$ cat src/logic/storage_pkg.sv
`default_nettype none

package storage_pkg;

    // Bus and lane geometry
    localparam int MEM_W = 32;
    localparam int LANES = MEM_W / 8;

    localparam logic [31:0] SRAM_BYTES = 32'h0000_2000; // Also the flash base address
    localparam int SRAM_DEPTH = 2048;                    // Words per byte lane
    localparam int LANE_AW = $clog2(SRAM_DEPTH);

    // SPI flash read transfer
    localparam logic [7:0] FLASH_READ_CMD = 8'h03;
    localparam int FLASH_AW = 24;
    localparam int HDR_BITS = 8 + FLASH_AW;      // Opcode plus address
    localparam int SPI_BITS = HDR_BITS + MEM_W;  // Full transfer length in SCK periods
    localparam int CNT_W = $clog2(SPI_BITS);

    typedef struct packed {
        logic [31:0]      addr;
        logic [MEM_W-1:0] wdata;
        logic [LANES-1:0] be;
        logic             write;
    } mem_req_t;

    typedef struct packed {
        logic [MEM_W-1:0] rdata;
        logic             err;   // Set for writes into the flash region
    } mem_rsp_t;

    // Command for a single byte lane
    typedef struct packed {
        logic               en;
        logic               we;
        logic [LANE_AW-1:0] idx;
        logic [7:0]         data;
    } lane_req_t;

    typedef struct packed {
        logic cs_n;
        logic sck;
        logic mosi;
    } spi_pins_t;

endpackage

`default_nettype wire

$ cat src/logic/spi_flash_reader.sv
`default_nettype none

module spi_flash_reader (
    input  logic                               clk,
    input  logic                               rst,
    input  logic                               i_start,
    input  logic [storage_pkg::FLASH_AW-1:0]   i_addr,
    output logic                               o_done,
    output logic [storage_pkg::MEM_W-1:0]      o_rdata,
    output storage_pkg::spi_pins_t             o_spi,
    input  logic                               i_miso
);

    import storage_pkg::*;

    typedef enum logic [1:0] {
        r_idle,
        r_shift,
        r_done
    } rd_state_t;

    rd_state_t         state;
    spi_pins_t         spi_q;
    logic [CNT_W-1:0]  bit_cnt;   // SCK periods completed
    logic              done_q;
    logic [HDR_BITS-1:0] tx_sr;   // Opcode and address, MSB first
    logic [MEM_W-1:0]  rx_sr;
    logic [MEM_W-1:0]  rx_swapped;
    logic [MEM_W-1:0]  rdata_q;

    assign o_spi   = spi_q;
    assign o_done  = done_q;
    assign o_rdata = rdata_q;

    // First byte received sits in the top of rx_sr, it belongs in bits 7:0
    always_comb begin
        for (int b = 0; b < LANES; b++) begin
            rx_swapped[8*b +: 8] = rx_sr[MEM_W-8-8*b +: 8];
        end
    end

    // Pin and sequencing control
    always_ff @(posedge clk) begin
        if (!rst) begin
            state       <= r_idle;
            spi_q.cs_n  <= 1'b1;
            spi_q.sck   <= 1'b0;
            spi_q.mosi  <= 1'b0;
            bit_cnt     <= '0;
            done_q      <= 1'b0;
        end else begin
            done_q <= 1'b0;
            case (state)
                r_idle: begin
                    if (i_start) begin
                        state      <= r_shift;
                        spi_q.cs_n <= 1'b0;
                        spi_q.sck  <= 1'b0;
                        spi_q.mosi <= FLASH_READ_CMD[7]; // Set up before the first rising edge
                        bit_cnt    <= '0;
                    end
                end
                r_shift: begin
                    spi_q.sck <= ~spi_q.sck; // Half an SCK period per clk
                    if (spi_q.sck) begin
                        // Falling edge, move on to the next bit
                        bit_cnt    <= bit_cnt + 1'b1;
                        spi_q.mosi <= tx_sr[HDR_BITS-2];
                        if (bit_cnt == CNT_W'(SPI_BITS - 1)) begin
                            spi_q.cs_n <= 1'b1;
                            spi_q.mosi <= 1'b0;
                            state      <= r_done;
                        end
                    end
                end
                r_done: begin
                    done_q <= 1'b1; // CS is already high here
                    state  <= r_idle;
                end
                default: begin
                    state <= r_idle;
                end
            endcase
        end
    end

    // Shift registers and result word
    always_ff @(posedge clk) begin
        if (state == r_idle && i_start) begin
            tx_sr <= {FLASH_READ_CMD, i_addr};
        end else if (state == r_shift && spi_q.sck) begin
            tx_sr <= tx_sr << 1; // Zeros follow the address
        end

        // Data bits are sampled as SCK rises
        if (state == r_shift && !spi_q.sck && bit_cnt >= CNT_W'(HDR_BITS)) begin
            rx_sr <= {rx_sr[MEM_W-2:0], i_miso};
        end

        if (state == r_done) begin
            rdata_q <= rx_swapped;
        end
    end

endmodule

`default_nettype wire

$ cat config.mk
export PLATFORM = sky130hd
export DESIGN_NAME = spi_flash_reader
export DESIGN_NICKNAME = d
export VERILOG_FILES = /design/src/logic/storage_pkg.sv /design/src/logic/spi_flash_reader.sv
export SDC_FILE = /design/constraint.sdc
export NUM_CORES = 1
export LEC_CHECK = 0
export BUFFER_PORTS_ARGS = -buffer_cell sky130_fd_sc_hd__clkbuf_2
export CORE_UTILIZATION = 49
export CTS_CLUSTER_DIAMETER = 80
export DETAILED_ROUTE_END_ITERATION = 12
export PLACE_DENSITY_LB_ADDON = 0.15
export SLEW_MARGIN = 20
export SYNTH_ARGS = -nofsm -noshare
export SYNTH_HDL_FRONTEND = slang
export SYNTH_SLANG_ARGS = --single-unit
$ cat constraint.sdc
create_clock -name clk -period 4.7 [get_ports clk]
set_clock_uncertainty 0.15 [all_clocks]
set_input_delay 1.175 -clock clk [delete_from_list [all_inputs] [get_ports clk]]
set_output_delay 1.175 -clock clk [all_outputs]
set_load 0.1 [all_outputs]
==> impl_metrics.tcl <==
set metrics [dict create \
    wl_met3_um 258 \
    port_buffers 63 \
    synth-main-ff-cell "edfxtp_1" \
    cts_made_buffers 9 \
    start_util_pct 51.4 \
    dr_wl_met2_um 2380 \
    syn-cell-area_sq_um 3770 \
    die_h_um 89.7 \
    ant_nets 0 \
    synth-seq-cells 107 \
    layout-drive-gt1-share_pct 26.2 \
    crit_buf_inv 1 \
    n_antenna_cell 0 \
    yosysSeqAreaShare_pct 80.3 \
    syn_area_per_cell_sq_um 14.3 \
    crit_path_end_kind "output port" \
    clk_latency_ps 360 \
    rows 31 \
    async_reset_ff_share_pct 0 \
    htree_levels 3 \
    viasPerCell 4.86 \
    ctsHoldBuffers 0 \
    cts_tree "done" \
    place.gp.congestion 0.719 \
    cap_violations 0 \
    grt_pass1_wl_um 9250 \
    hpwl_um 3580 \
    worstPathMaxFanout 8 \
    clock-sinks 107 \
    fin_crit_sh_pct 58.2 \
    gr-usage-all-layers_pct 15.9 \
    status "complete, no violations" \
    clkTransAtPathRegs_ps 100 \
    powerDensity_nw_per_um2 392 \
    rsz0062_at_grt "false" \
    post_cts_buffers 0 \
    synth_nets 293 \
    power_leakage_nw 1.69 \
    startpoint_type "flip-flop" \
    setup_violations 0 \
    highest_layer "met4" \
    area_growth_pct 18.0 \
    ios 64 \
    yosysWarnings 0 \
    worstMarginPinSlew_ps 766 \
    die_w_um 89.7 \
    layout.nets 361 \
    dieArea_sq_um 8040 \
    cp.arrival_ps 1410 \
    synth.distinct_cells 32 \
    synth_edf_count 88 \
    postSynthCellCount 263 \
    vias 2114 \
    min_path_type "reg2reg" \
    ir_drop_mv 0.140 \
    final_core_util_pct 60.6 \
    synth_common_cells "edfxtp_1, nand2_1, dfxtp_1" \
    layout_min_cycle_time_ps 2740 \
    netlist_top_cells_area "edfxtp_1, dfxtp_1, nand2_1, a21oi_1, nand3_1" \
    finalHoldViolations 0 \
    first_pass_iters 4 \
    drt_wl_total_um 5650 \
    max_freq_mhz 365 \
    grt_pass1_vias 1908 \
    core-area_sq_um 7330 \
    cts_root_buffer "clkbuf_8" \
    critPathSlowestCell "dfxtp_1" \
    synth_top_cell_area_share_pct 70.2 \
    grt_overflow_total 0 \
    clockBufferDepth 2 \
    path_cells "clkbuf_2" \
    path_class "reg2out" \
    drt_iter0_markers 99 \
    grt_max_degree 34 \
    cp_top_family "flip-flops" \
    crit_required_ps 3380 \
    wl_met1_um 2900 \
    cts-resized-gates 0 \
    slowest_delay_ps 530 \
    finalSetupTns_ps 0 \
    antenna_found_initial 0 \
    drc 0 \
    wl_per_cell_um 13.0 \
    slew_headroom_pct 48.9 \
    maxSlewViolCount 0 \
    synth_top_area_cell "edfxtp_1" \
]
layout make-up:
cell class	count	area (sq um)
clock buffers	10	128
fillers	579	2890
multi-input cells	139	696
repair buffers	68	360
well taps	99	124
clock inverters	6	91.3
flip-flops and latches	107	3020
inverters	6	22.5
power by group:
group | internal, W | total (W) | switching [W]
Sequential | 0.00105 | 0.00106 | 0.0000115
Clock | 0.000302 | 0.000600 | 0.000298
Combinational | 0.0000296 | 0.0000850 | 0.0000554
Total | 0.00138 | 0.00174 | 0.000365
layout by cell type (no fill, tap or decap), types with 2 or more instances in the layout:
cell / Yosys / final
nand3_1: 9 / 9
inv_1: 5 / 5
or3_1: 2 / 2
buf_4: 1 / 4
clkbuf_8: 0 / 9
dfxtp_1: 19 / 19
clkbuf_2: 0 / 63
nor2_1: 3 / 2
ha_1: 2 / 2
mux2i_1: 2 / 2
edfxtp_1: 88 / 88
nor3_1: 4 / 4
nand2_1: 88 / 88
a21oi_1: 9 / 9
a211oi_1: 2 / 2
clkinv_4: 0 / 3
nand4b_1: 2 / 2
bufinv_16: 0 / 2
o211ai_1: 2 / 2
layer usage:
metal / vias to the layer above / global-route usage, %
met4: 0 / 8.51
met2: 61 / 21.4
met1: 971 / 23.5
met3: 11 / 4.20
li1: 1071 / -
met5: - / 0
flip-flops by register name, summed over array words and instances (netlist names):
name / count
o_done: 1
rx_sr: 32
o_spi: 3
tx_sr: 31
state: 2
bit_cnt: 6
o_rdata: 32
logic make-up after synthesis:
kind of cell / after synthesis / synth area share (%)
AOI/OAI and AO/OA: 19 / 3.32
adders and majority gates: 2 / 0.664
buffers and inverters: 17 / 1.89
DFF: 107 / 80.3
muxes: 2 / 0.532
and+or+nand+nor: 116 / 13.3
per-stage QoR:
step	cells	power, W	worst slack [ps]	hold WS, ps	cell area, sq um
4_1_cts	435	0.00176	1950	289	4440
6_report	435	0.00174	1960	287	4440
3_5_place_dp	419	0.00116	1630	265	4230
5_1_grt	435	0.00181	1900	301	4440
3_3_place_gp	418	0.00116	1680	254	4210
2_1_floorplan	263	0.00113	1410	250	3770
final timing paths:
| check | to | slack [ps] | from | cells after the start |
|---|---|---|---|---|
| worst min-delay path | o_rdata[7] | 290 | rx_sr[31] | 0 |
| worst max register to register | tx_sr[23] | 2140 | state[0] | 3 |
| worst min register to register | o_rdata[7] | 290 | rx_sr[31] | 0 |
| worst max-delay path | o_spi[1] | 1960 | o_spi[1] | 1 |
(Power assumes the default switching activity.)
