$ cat src/logic/storage_pkg.sv
`default_nettype none

package storage_pkg;

    // Bus and lane geometry
    localparam int MEM_W = 32;
    localparam int LANES = MEM_W / 8;

    localparam logic [31:0] SRAM_BYTES = 32'h0000_2000; // Also the flash base address
    localparam int SRAM_DEPTH = 2048;                    // Words per byte lane
    localparam int LANE_AW = $clog2(SRAM_DEPTH);

    // SPI flash read transfer
    localparam logic [7:0] FLASH_READ_CMD = 8'h03;
    localparam int FLASH_AW = 24;
    localparam int HDR_BITS = 8 + FLASH_AW;      // Opcode plus address
    localparam int SPI_BITS = HDR_BITS + MEM_W;  // Full transfer length in SCK periods
    localparam int CNT_W = $clog2(SPI_BITS);

    typedef struct packed {
        logic [31:0]      addr;
        logic [MEM_W-1:0] wdata;
        logic [LANES-1:0] be;
        logic             write;
    } mem_req_t;

    typedef struct packed {
        logic [MEM_W-1:0] rdata;
        logic             err;   // Set for writes into the flash region
    } mem_rsp_t;

    // Command for a single byte lane
    typedef struct packed {
        logic               en;
        logic               we;
        logic [LANE_AW-1:0] idx;
        logic [7:0]         data;
    } lane_req_t;

    typedef struct packed {
        logic cs_n;
        logic sck;
        logic mosi;
    } spi_pins_t;

endpackage

`default_nettype wire

$ cat src/logic/storage_controller.sv
`default_nettype none

module storage_controller (
    input  logic                                              clk,
    input  logic                                              rst,

    // Request port
    input  logic                                              i_access,
    input  storage_pkg::mem_req_t                             i_req,
    output logic                                              o_ready,
    output logic                                              o_valid,
    output storage_pkg::mem_rsp_t                             o_rsp,

    // Programming port
    input  logic                                              i_prog_mode,
    input  storage_pkg::spi_pins_t                            i_prog_spi,
    output logic                                              o_prog_miso,

    // Byte lanes
    output storage_pkg::lane_req_t [storage_pkg::LANES-1:0]   o_lane_req,
    input  logic [storage_pkg::LANES-1:0][7:0]                i_lane_rdata,

    // Flash reader
    output logic                                              o_flash_start,
    output logic [storage_pkg::FLASH_AW-1:0]                  o_flash_addr,
    input  logic                                              i_flash_done,
    input  logic [storage_pkg::MEM_W-1:0]                     i_flash_rdata,

    // Flash pins
    input  storage_pkg::spi_pins_t                            i_reader_spi,
    output storage_pkg::spi_pins_t                            o_flash_spi,
    input  logic                                              i_flash_miso
);

    import storage_pkg::*;

    typedef enum logic [2:0] {
        s_idle,
        s_sram,
        s_sram_rsp,
        s_flash,
        s_prog
    } state_t;

    state_t   state;
    state_t   state_nxt;
    mem_req_t req_q;
    logic     is_flash_q;   // Region of the request in flight
    logic     start_q;
    logic     accept;
    logic     flash_hit;

    assign o_ready   = (state == s_idle) && !i_prog_mode;
    assign accept    = i_access && o_ready;
    assign flash_hit = (i_req.addr >= SRAM_BYTES);

    always_comb begin
        state_nxt = state;
        case (state)
            s_idle: begin
                if (i_prog_mode) begin
                    state_nxt = s_prog;
                end else if (i_access) begin
                    // Flash writes go the SRAM way, with lanes held off
                    if (flash_hit && !i_req.write) begin
                        state_nxt = s_flash;
                    end else begin
                        state_nxt = s_sram;
                    end
                end
            end
            s_sram:     state_nxt = s_sram_rsp;
            s_sram_rsp: state_nxt = s_idle;
            s_flash: begin
                if (i_flash_done) begin
                    state_nxt = s_idle;
                end
            end
            s_prog: begin
                if (!i_prog_mode) begin
                    state_nxt = s_idle;
                end
            end
            default:    state_nxt = s_idle;
        endcase
    end

    always_ff @(posedge clk) begin
        if (!rst) begin
            state   <= s_idle;
            start_q <= 1'b0;
        end else begin
            state   <= state_nxt;
            start_q <= accept && flash_hit && !i_req.write; // One-cycle reader kick
        end
    end

    // Request capture, region decided here once
    always_ff @(posedge clk) begin
        if (accept) begin
            req_q      <= i_req;
            is_flash_q <= flash_hit;
        end
    end

    assign o_flash_start = start_q;
    assign o_flash_addr  = FLASH_AW'(req_q.addr - SRAM_BYTES);

    // Lane drive, byte enables only matter for writes
    always_comb begin
        for (int l = 0; l < LANES; l++) begin
            o_lane_req[l].en   = (state == s_sram) && !is_flash_q
                                 && (!req_q.write || req_q.be[l]);
            o_lane_req[l].we   = req_q.write;
            o_lane_req[l].idx  = req_q.addr[2 +: LANE_AW];
            o_lane_req[l].data = req_q.wdata[8*l +: 8];
        end
    end

    // Response merge
    always_comb begin
        o_valid = 1'b0;
        o_rsp   = '0;
        case (state)
            s_sram_rsp: begin
                o_valid   = 1'b1;
                o_rsp.err = is_flash_q;
                if (!is_flash_q && !req_q.write) begin
                    o_rsp.rdata = i_lane_rdata; // Lane 0 lands in bits 7:0
                end
            end
            s_flash: begin
                o_valid = i_flash_done;
                if (i_flash_done) begin
                    o_rsp.rdata = i_flash_rdata;
                end
            end
            default: begin
                o_valid = 1'b0;
            end
        endcase
    end

    // Programming passthrough
    assign o_flash_spi = (state == s_prog) ? i_prog_spi : i_reader_spi;
    assign o_prog_miso = (state == s_prog) ? i_flash_miso : 1'b0;

endmodule

`default_nettype wire

$ cat config.mk
export PLATFORM = sky130hd
export DESIGN_NAME = storage_controller
export DESIGN_NICKNAME = d
export VERILOG_FILES = /design/src/logic/storage_pkg.sv /design/src/logic/storage_controller.sv
export SDC_FILE = /design/constraint.sdc
export NUM_CORES = 1
export LEC_CHECK = 0
export ABC_AREA = 1
export BUFFER_PORTS_ARGS = -buffer_cell sky130_fd_sc_hd__clkbuf_2
export CAP_MARGIN = 20
export CORE_AREA = 3 3 114 116
export CTS_CLUSTER_DIAMETER = 60
export DETAILED_ROUTE_END_ITERATION = 12
export DIE_AREA = 0 0 117 119
export SETUP_SLACK_MARGIN = 0.05
export SLEW_MARGIN = 0
export SYNTH_ARGS = -nofsm -noshare
export SYNTH_HDL_FRONTEND = slang
export SYNTH_SLANG_ARGS = --single-unit
$ cat constraint.sdc
create_clock -name clk -period 4.44 [get_ports clk]
set_input_delay 0 -clock clk [delete_from_list [all_inputs] [get_ports clk]]
set_output_delay 0 -clock clk [all_outputs]
set_load 0.1 [all_outputs]
==> metrics <==
status complete, no violations; LEAKAGE 0.002721 uW; first-pass GRT wire length 15.73 mm; Worst-Skew Late Latency 320 ps; Netlist cell types 21; vias in the first global route 3180; fin util 45.28%; drt via density 4.319; Clock Path Buffers 2; Max-slew headroom 43.54%; Reg clk slew, reported paths 50 ps; critical path peak fanout 19; initial antenna violation count 0; WP buf/inv 2; # rows 40; Min-Delay Path Class input port to flop; Gate power share 34.1%; GRT overflow 0; Crit path largest cell delay 510 ps; Fin Clk Skew 4.927 ps; synthesized flop and latch total 66; pin count of the biggest net entering global routing 42; synth warn 0; sequential-to-total area share from yosys stat 53.72%; Clk pwr share 29.6%; # diodes 0; setup tns final 0 ps; Pre-Repair DR Iteration Count 5; synthesized area 3615 um2; Final ANT Viol Nets 0; Synthesized Nets 508; switching share of power 39.84%; cell accounting for the most synthesized area edfxtp_1; post-CTS setup buffers 0; final hold vios 0; ranking of synthesized cells by area edfxtp_1, buf_4, o22ai_1, inv_1, nand2_1; Power Dens Cells 377.6 nW/um2; worst r2r src state[1]$_SDFFE_PN0P_; Residual DRC 0; Die ar. 13920 um2; unrepaired setup endpoints after global routing no; clk root buf clkbuf_16; Die Y 119 um; CP delay by family, top buffers and inverters; total global-route track usage 14.55%; final count of negative-setup-slack endpoints 0; most frequent cells in the layout clkbuf_2, dlygate4sd3_1, edfxtp_1; Max Fclk 421.9 MHz; port buffer count 292; GP Congestion 0.9720; crit end category primary output; Flop pwr share 36.2%; # IOs 293; clock buffer count from CTS 9; CTS tree done; worst reg2reg path endpoint o_lane_req[45]$_DFFE_PP_; clk sinks 66; hold_buf cts 65; Die Wd 117 um; CP cell instances nor2_2 -> buf_6 -> nand2_1 -> o22ai_1 -> clkbuf_2; Crit Path Class flop to primary output; Hold Path Origin i_flash_done; CTS H-tree lvls 3; share of the synthesized area in the top cell type 51.51%; hold path cells 4; internal power 1236 uW; Area Growth Syn to Fin 50.47%; Net Sw Power 818.2 uW; final critical-path share of the clock period 53.38%; core area 12010 um2; most common cell after layout, fill and taps aside clkbuf_2; WHS 32.83 ps; mean post-synth cell area 9.985 um2; Worst EP required 4440 ps; FILL cells 1153; slowest cell on the critical path edfxtp_1; share of layout cells above drive strength 1 49.37%; starting density of the core 30.09%; Synth Instances 362; WL per Instance 13.68 um; Worst-Margin Slew 845.7 ps; Final min period 2370 ps; flop2flop setup slack 2160 ps; depth of the worst register-to-register path 6; max cap viols 0; Vias 3373; DRT iter0 DRCs 148; Final #Nets 776; Arrival @ worst endpoint 2370 ps; post-CTS sizing 0; Worst setup SP type flop; Max VDD drop 0.1779 mV; Worst Hold Path EP state[0]$_SDFFE_PN0P_; Final Max Slew Viols 0; DP HPWL 8.378 mm; final WL 10.69 mm
-- registers in the layout (all words and copies together), names as in the netlist --
signal / count
o_flash_start: 1
req_q: 17
o_lane_req: 44
is_flash_q: 1
state: 3
-- routing by layer --
metal	track usage [%]	up-vias	part of all wire (%)
li1	-	1635	-
met1	16.74	1529	38
met2	24.75	189	51
met3	3.862	20	8.5
met4	6.810	0	2.5
met5	0	-	0
-- power by group through the flow --
stage	Combinational, uW	Sequential [uW]	Clock, uW
2_1_floorplan	574	756	0
3_3_place_gp	652	755	0
3_5_place_dp	655	757	0
4_1_cts	703	744	632
5_1_grt	730	749	663
6_report	701	744	609
-- cells in the mapped netlist --
cell type	count
buf_4	93
edfxtp_1	62
inv_1	51
nand2_1	47
o22ai_1	32
nor2_1	26
buf_2	9
nand3_1	8
a21oi_1	7
xnor2_1	5
dfxtp_1	4
xor2_1	4
mux2_2	3
nor3_1	3
nor2_2	2
and2_0	1
ha_1	1
nand2_2	1
nand3_2	1
nand3b_1	1
nand4_1	1
-- worst max path at each step --
stage / cells past startpoint / startpoint / slack [ps] / endpoint
3_5_place_dp: 6 / state[1]$_SDFFE_PN0P_ / 2130 / o_lane_req[17]$_DFFE_PP_
3_3_place_gp: 6 / state[1]$_SDFFE_PN0P_ / 2220 / o_lane_req[2]$_DFFE_PP_
4_1_cts: 4 / o_lane_req[19]$_DFFE_PP_ / 1780 / o_rsp[27]
2_1_floorplan: 6 / req_q[50]$_DFFE_PP_ / 1190 / o_flash_addr[23]
6_report: 5 / o_lane_req[19]$_DFFE_PP_ / 2070 / o_rsp[27]
5_1_grt: 6 / state[1]$_SDFFE_PN0P_ / 1900 / o_lane_req[45]$_DFFE_PP_
-- logic make-up after synthesis --
kind of cell	Yosys count	synth area share, %
buffers and inverters	153	25.86
AO/OA/AOI/OAI	39	6.507
multiplexers	3	0.9345
AND/OR/NAND/NOR	91	10.45
flip-flops	66	53.72
adder cells (fa/ha/maj)	1	0.3461
XOR/XNOR	9	2.181
-- stage by stage --
stage,cells,instance area [um2],total power [uW],setup slack [ps]
floorplan,362,3615,1330,1187
global placement,700,4524,1407,2220
detailed placement,700,4524,1412,2133
CTS,780,5428,2079,1783
global route,781,5439,2142,1900
finish,781,5439,2054,2070
-- worst reg2reg max path: stages (launching register included) --
cell and delay [ps]:
dfxtp_1 320, nor2_1 250, nand3_1 150, inv_1 100, nand2_1 80, inv_2 610, buf_4 450
-- cell type report --
| cell class | instances | area, um2 | share of cell area, % |
|---|---|---|---|
| Timing Repair Buffer | 359 | 2131 | 39.18 |
| Clock inverter | 4 | 20.02 | 0.3681 |
| Inverter | 51 | 191.4 | 3.520 |
| Multi-Input combinational cell | 143 | 738.2 | 13.57 |
| Sequential cell | 66 | 1942 | 35.70 |
| Tap cell | 147 | 183.9 | 3.382 |
| Clock buffer | 11 | 232.7 | 4.279 |
Power figures use the tool's default switching activity.
